==> src/hdl/scoreboard_settings.svh <==
`ifndef SCOREBOARD_SETTINGS_SVH
`define SCOREBOARD_SETTINGS_SVH

// Final inning of a game
`define SB_LAST_INNING 3

// Width of each team score
`define SB_SCORE_W 8

`endif
==> src/hdl/scoreboard_pkg.sv <==
`default_nettype none

`include "scoreboard_settings.svh"

package scoreboard_pkg;

    typedef enum logic [2:0] {
        ACT_WALK     = 3'd0,
        ACT_SINGLE   = 3'd1,
        ACT_DOUBLE   = 3'd2,
        ACT_TRIPLE   = 3'd3,
        ACT_HOME_RUN = 3'd4,
        ACT_BUNT     = 3'd5,
        ACT_GROUND   = 3'd6,
        ACT_FLY      = 3'd7
    } action_t;

    typedef logic [2:0] bases_t;  // Bit 0 first, bit 1 second, bit 2 third
    typedef logic [1:0] outs_t;
    typedef logic [2:0] runs_t;
    typedef logic [`SB_SCORE_W-1:0] score_t;

    typedef enum logic [1:0] {
        RES_GUEST_WIN = 2'd0,
        RES_HOME_WIN  = 2'd1,
        RES_DRAW      = 2'd2
    } result_t;

    typedef struct packed {
        logic  valid;
        runs_t runs;
        logic  side_retired;  // Play made the third out
    } play_result_t;

endpackage

`default_nettype wire

==> src/hdl/scoreboard.sv <==
`timescale 1ns/1ps
`default_nettype none

module scoreboard import scoreboard_pkg::*; (
    input  logic       clk,
    input  logic       rst_n,
    input  logic       in_valid,
    input  logic [1:0] inning,
    input  logic       half,
    input  action_t    action,
    output logic       out_valid,
    output score_t     score_a,
    output score_t     score_b,
    output result_t    result
);

    play_result_t play;  // Same cycle as the play

    base_runner u_base_runner (
        .clk      (clk),
        .rst_n    (rst_n),
        .in_valid (in_valid),
        .action   (action),
        .play     (play)
    );

    score_keeper u_score_keeper (
        .clk       (clk),
        .rst_n     (rst_n),
        .in_valid  (in_valid),
        .inning    (inning),
        .half      (half),
        .play      (play),
        .out_valid (out_valid),
        .score_a   (score_a),
        .score_b   (score_b),
        .result    (result)
    );

endmodule

`default_nettype wire

==> src/hdl/score_keeper.sv <==
`timescale 1ns/1ps
`default_nettype none

`include "scoreboard_settings.svh"

module score_keeper import scoreboard_pkg::*; (
    input  logic         clk,
    input  logic         rst_n,
    input  logic         in_valid,
    input  logic [1:0]   inning,
    input  logic         half,
    input  play_result_t play,
    output logic         out_valid,
    output score_t       score_a,
    output score_t       score_b,
    output result_t      result
);

    logic    game_active;
    logic    frozen;
    logic    first_play;
    logic    frozen_eff;
    logic    freeze_now;
    logic    game_end;
    score_t  base_a;
    score_t  base_b;
    score_t  runs_a;
    score_t  runs_b;
    result_t winner;

    assign first_play = in_valid && !game_active;
    assign game_end   = game_active && !in_valid;

    // A new game starts from zero
    assign base_a     = first_play ? score_t'(0) : score_a;
    assign base_b     = first_play ? score_t'(0) : score_b;
    assign frozen_eff = frozen && !first_play;

    assign runs_a = half ? score_t'(0) : score_t'(play.runs);
    assign runs_b = half ? score_t'(play.runs) : score_t'(0);

    // Home team leads after the top of the last inning
    assign freeze_now = play.valid && play.side_retired && !half &&
                        (inning == 2'(`SB_LAST_INNING)) && (base_b > base_a);

    always_comb begin
        if (score_a > score_b) begin
            winner = RES_GUEST_WIN;
        end else if (score_a < score_b) begin
            winner = RES_HOME_WIN;
        end else begin
            winner = RES_DRAW;
        end
    end

    always_ff @(posedge clk or negedge rst_n) begin
        if (!rst_n) begin
            game_active <= 1'b0;
            frozen      <= 1'b0;
            out_valid   <= 1'b0;
            result      <= RES_GUEST_WIN;
            score_a     <= '0;
            score_b     <= '0;
        end else begin
            game_active <= in_valid;
            out_valid   <= game_end;
            result      <= game_end ? winner : RES_GUEST_WIN;
            if (play.valid) begin
                frozen <= frozen_eff || freeze_now;
                if (!frozen_eff) begin
                    score_a <= base_a + runs_a;
                    score_b <= base_b + runs_b;
                end
            end
        end
    end

endmodule

`default_nettype wire

==> src/hdl/base_runner.sv <==
`timescale 1ns/1ps
`default_nettype none

module base_runner import scoreboard_pkg::*; (
    input  logic         clk,
    input  logic         rst_n,
    input  logic         in_valid,
    input  action_t      action,
    output play_result_t play
);

    bases_t     bases;
    outs_t      outs;
    logic       two_outs;
    logic [6:0] adv;         // {runners home, next bases}
    outs_t      outs_add;
    logic [2:0] outs_total;
    logic       retire;
    runs_t      runs;

    // Moves every set bit of {third, second, first, batter} up by k bases
    function automatic logic [6:0] advance(input logic [3:0] v, input logic [2:0] k);
        logic [7:0] w;
        w = {4'b0000, v} << k;
        return w[7:1];
    endfunction

    function automatic runs_t count_runs(input logic [3:0] home);
        runs_t n;
        n = '0;
        for (int i = 0; i < 4; i++) begin
            n = n + runs_t'(home[i]);
        end
        return n;
    endfunction

    assign two_outs = (outs == 2'd2);

    always_comb begin
        adv      = '0;
        outs_add = 2'd0;
        case (action)
            ACT_WALK: begin
                // Only forced runners move
                adv = {3'b000, &bases,
                       bases[2] | (&bases[1:0]),
                       bases[1] | bases[0],
                       1'b1};
            end
            ACT_SINGLE: begin
                if (two_outs) begin
                    adv = advance({bases, 1'b0}, 3'd2) | 7'b000_0001;
                end else begin
                    adv = advance({bases, 1'b1}, 3'd1);
                end
            end
            ACT_DOUBLE: begin
                if (two_outs) begin
                    adv = advance({bases, 1'b0}, 3'd3) | 7'b000_0010;  // Runner on first scores
                end else begin
                    adv = advance({bases, 1'b1}, 3'd2);
                end
            end
            ACT_TRIPLE: begin
                adv = advance({bases, 1'b1}, 3'd3);
            end
            ACT_HOME_RUN: begin
                adv = advance({bases, 1'b1}, 3'd4);
            end
            ACT_BUNT: begin
                outs_add = 2'd1;
                adv      = advance({bases, 1'b0}, 3'd1);
            end
            ACT_GROUND: begin
                // Runner on first is forced out too
                outs_add = bases[0] ? 2'd2 : 2'd1;
                adv      = advance({bases[2:1], 2'b00}, 3'd1);
            end
            ACT_FLY: begin
                outs_add = 2'd1;
                adv      = {3'b000, bases[2], 1'b0, bases[1:0]};  // Tag up from third
            end
            default: begin
                adv      = '0;
                outs_add = 2'd0;
            end
        endcase
    end

    assign outs_total = {1'b0, outs} + {1'b0, outs_add};
    assign retire     = (outs_total >= 3'd3);
    assign runs       = count_runs(adv[6:3]);

    assign play.valid        = in_valid;
    assign play.runs         = (in_valid && !retire) ? runs : runs_t'(0);
    assign play.side_retired = in_valid && retire;

    always_ff @(posedge clk or negedge rst_n) begin
        if (!rst_n) begin
            bases <= '0;
            outs  <= '0;
        end else if (!in_valid || retire) begin
            bases <= '0;  // Idle or new half inning
            outs  <= '0;
        end else begin
            bases <= adv[2:0];
            outs  <= outs_total[1:0];
        end
    end

endmodule

`default_nettype wire

==> config.mk <==
export PLATFORM = sky130hd
export DESIGN_NAME = scoreboard
export DESIGN_NICKNAME = d
export VERILOG_FILES = /design/src/hdl/scoreboard_pkg.sv /design/src/hdl/scoreboard.sv /design/src/hdl/score_keeper.sv /design/src/hdl/base_runner.sv
export VERILOG_INCLUDE_DIRS = /design/src /design/src/hdl
export SDC_FILE = /design/constraint.sdc
export NUM_CORES = 1
export LEC_CHECK = 0
export BUFFER_PORTS_ARGS = -buffer_cell sky130_fd_sc_hd__buf_2
export CORE_ASPECT_RATIO = 0.8
export CORE_MARGIN = 8
export CORE_UTILIZATION = 35
export CTS_BUF_LIST = sky130_fd_sc_hd__clkbuf_8
export CTS_CLUSTER_DIAMETER = 30
export DETAILED_ROUTE_END_ITERATION = 7
export PLACE_DENSITY = 0.55
export RECOVER_POWER = 50
export SYNTH_ARGS = -nofsm -noshare
export SYNTH_HDL_FRONTEND = slang
export SYNTH_SLANG_ARGS = --single-unit
==> constraint.sdc <==
create_clock -name clk -period 4.95 [get_ports clk]
set_input_delay 1.2375 -clock clk [delete_from_list [all_inputs] [get_ports clk]]
set_output_delay 1.2375 -clock clk [all_outputs]
set_load 0.01 [all_outputs]
==> metrics.md <==
| Metric | Value |
|---|---|
| Status | `finished clean` |
| GRT overflow | `0` |
| Setup_tns | `0 ns` |
| Num ports | `28` |
| Std-Cell Rows | `25` |
| Mapped Area | `2060 sq um` |
| Design area | `2310 sq um` |
| Placed cell area | `2260 sq um` |
| Share of cells above drive strength 1 | `12.0%` |
| CTS H-tree lvls | `1` |
| Vias in the first global route | `1,627` |
| Number of diodes | `0` |
| Final setup fails | `0` |
| Final Hold Fails | `0` |
| Critical Path RT | `5.11 ns` |
| Avg Inst Size Synth | `9.03 sq um` |
| Synth async-reset ratio | `100%` |
| Worst hold slack | `0.540 ns` |
| Clock tree from TritonCTS | `yes` |
| Clock tree buffer depth | `2` |
| Die Height | `84.6 um` |
| DRT iter0 DRCs | `76` |
| Int Power | `0.392 mW` |
| Synth Instances | `228` |
| Final Max Slew Viols | `0` |
| Antenna Violating Nets Remaining | `0` |
| Initial antenna violation count | `0` |
| Post_cts resized | `0` |
| Dpl cells | `328` |
| Vias per cell | `5.02` |
| Total wire length | `4750 um` |
| Worst skew pair latency | `0.27 ns` |
| Worst Max-Slew Pin Slew | `1.45 ns` |
| Cell mode on critical path | `inv_1` |
| TritonCTS buffer count | `3` |
| Share of the synthesized area in the top cell type | `31.6%` |
| Final #Nets | `290` |
| Switch share | `34.3%` |
| Fmax | `225 MHz` |
| Vias | `1,666` |
| Crit path largest cell delay | `0.46 ns` |
| CP delay by family, top | `adder cells` |
| Part of the power in registers | `43.8%` |
| DP Worst Slack | `0.269 ns` |
| Sequential share of the synthesized area | `31.6%` |
| Arrival @ worst endpoint | `4.60 ns` |
| Final HPWL DP | `3780 um` |
| Setup bufs post-CTS | `0` |
| WP buf/inv | `4` |
| Worst relative slew slack | `3.30%` |
| Die ar. | `8610 sq um` |
| Critical path fanouts, max | `13` |
| Layout area overhead | `12.2%` |
| Period minus WS final | `4.44 ns` |
| Number of synthesized register bits | `26` |
| DR WL/cell | `14.3 um` |
| Die Wd | `102 um` |
| Crit start category | `input port` |
| Root buffer cell | `clkbuf_8` |
| Drt first pass iters | `4` |
| Tcrit/Tclk final | `89.6%` |
| Cells along the critical path | `buf_2, inv_1, nor2_1, o21a_1, ha_1, fa_1, a21oi_1, and2_1, nand2_1, nor2_1, ha_1, inv_1, fa_1, inv_1, a21oi_1, nor3_1, mux2_2` |
| Max cap viols | `0` |
| Net Count, Synth | `266` |
| Leak pwr | `1.14 nW` |
| Worst-path clk slew | `0.09 ns` |
| # hold bufs at CTS | `0` |
| Clock skew | `0.00460 ns` |
| Crit-path slowest cell | `fa_1` |
| Starting density of the core | `35.6%` |
| Setup WS post-layout | `0.513 ns` |
| Worst vdd ir | `98.4 uV` |
| Combinational power share | `32.8%` |
| Tot GR Track Use | `11.7%` |
| Setup repair after global routing missed its margin | `no` |
| First-pass GRT wire length | `8110 um` |
| EDFF count, synth | `0` |
| Clock power frac | `23.4%` |
| Pin count of the biggest net entering global routing | `27` |
| Port buffer count | `27` |
| Leading area contributor after synthesis | `dfrtp_1` |
| GPL Wtd Cong | `0.817` |
| Yosys warns | `0` |
| Synth top area cells | `dfrtp_1 32%, ha_1 15%, nand2_1 4.9%, inv_1 4.0%, fa_1 3.9%` |
| FILL cells | `605` |
| Tightest Hold Check Type | `flop to flop` |
| Netlist cell types | `49` |
| Sw Pwr | `0.204 mW` |
| Clock Sink Count | `26` |
| Top_reg_cell synth | `dfrtp_1` |
| Crit end category | `flop` |
| Critical path type | `input port to flop` |
| Post-Layout Cell Count | `332` |
| DR DRC count | `0` |
| PwrDens | `258 nW/um^2` |
| CORE AREA | `5790 sq um` |
==> path summary, 6_finish.rpt <==
check                           cells after the start  slack, ns                         to             startpoint
worst max-delay path                               17       0.51  u_score_keeper.score_b[4]              action[1]
worst min-delay path                                1       0.54      u_score_keeper.frozen  u_score_keeper.frozen
worst max register to register                     15       1.17  u_score_keeper.score_b[4]  u_base_runner.outs[1]
worst min register to register                      1       0.54      u_score_keeper.frozen  u_score_keeper.frozen
max in group asynchronous                           1       2.81     u_base_runner.bases[1]                  rst_n
min in group asynchronous                           1       1.28  u_score_keeper.score_a[1]                  rst_n
==> layout make-up <==
type	instances	area [sq um]	share of cell area (%)
Multi-Input combinational cell	172	1290	56.0
Inverter	22	82.6	3.57
Timing Repair Buffer	27	126	5.47
Tap cell	81	101	4.39
Clock buffer	4	55.1	2.38
Sequential cell	26	651	28.2
==> cells by family after synthesis <==
family	count (synthesis)	share of synthesized area (%)
AOI/OAI and AO/OA	44	14.9
xor gates and xnor gates	10	4.25
adders and majority gates	29	19.1
buffers and inverters	30	5.53
DFF	26	31.6
muxes	6	3.16
and+or+nand+nor	83	21.5
==> worst reg2reg max path, cell delays in order (launching register included) <==
cell and delay, ns:
dfrtp_1 0.43, nor2b_1 0.35, mux2i_1 0.24, o311ai_0 0.13, a32o_1 0.23, ha_1 0.28
inv_1 0.07, fa_1 0.43, nor2_1 0.14, ha_1 0.19, inv_1 0.06, fa_1 0.39
inv_1 0.07, a21oi_1 0.08, nor3_1 0.24, mux2_2 0.36
==> synth_stat cells, types with 6 or more instances <==
library cell  instances
clkbuf_1              7
o21ai_0               7
dfrtp_1              26
inv_1                22
and2_1                7
a21oi_1              15
nand2_1              27
nand3_1               6
and3_1                6
xnor2_1               7
nor2_1               10
ha_1                 25
==> routing by layer <==
metal  share of wire (%)  vias up  global-route usage (%)
met2                  42       27                    17.0
met3                 4.8        2                    2.64
met1                  52      781                    17.0
met4                0.63        0                    2.02
li1                    -      856                       -
met5                   0        -                       0
==> cells in the final DEF (no fill, tap or decap), types with 3 or more instances in the layout <==
| cell type | instances |
|---|---|
| nand2_1 | 27 |
| dfrtp_1 | 26 |
| ha_1 | 25 |
| inv_1 | 22 |
| buf_2 | 20 |
| a21oi_1 | 15 |
| nor2_1 | 10 |
| and2_1 | 7 |
| o21ai_0 | 7 |
| xnor2_1 | 7 |
| clkbuf_1 | 7 |
| nand3_1 | 6 |
| and3_1 | 6 |
| nor2b_1 | 4 |
| nand4_1 | 4 |
| nor3_1 | 4 |
| mux2_2 | 4 |
| fa_1 | 4 |
| clkbuf_8 | 4 |
| a211oi_1 | 3 |
| xor2_1 | 3 |
==> state kept, by name (all words and copies together), names as in the netlist <==
register	cells
u_score_keeper.frozen	1
u_score_keeper.score_a	8
u_base_runner.bases	3
u_base_runner.outs	2
u_score_keeper.game_active	1
u_score_keeper.result	2
u_score_keeper.out_valid	1
u_score_keeper.score_b	8
==> stage by stage <==
| stage | total power [mW] | util, % |
|---|---|---|
| after global routing | 0.649 | 39.9 |
| final | 0.596 | 39.9 |
| after detailed placement | 0.467 | 39.1 |
| after global placement | 0.465 | 39.1 |
| after floorplan | 0.393 | - |
| after CTS | 0.613 | 40.1 |
==> power groups by stage <==
stage                     Clock [mW]  Combinational, mW  Sequential, mW
final                          0.139              0.196           0.261
after global routing           0.157              0.226           0.266
after CTS                      0.149              0.201           0.262
after detailed placement           0              0.200           0.267
after global placement             0              0.200           0.266
after floorplan                    0              0.126           0.267
Note: power is estimated with default switching activity, not from simulation.
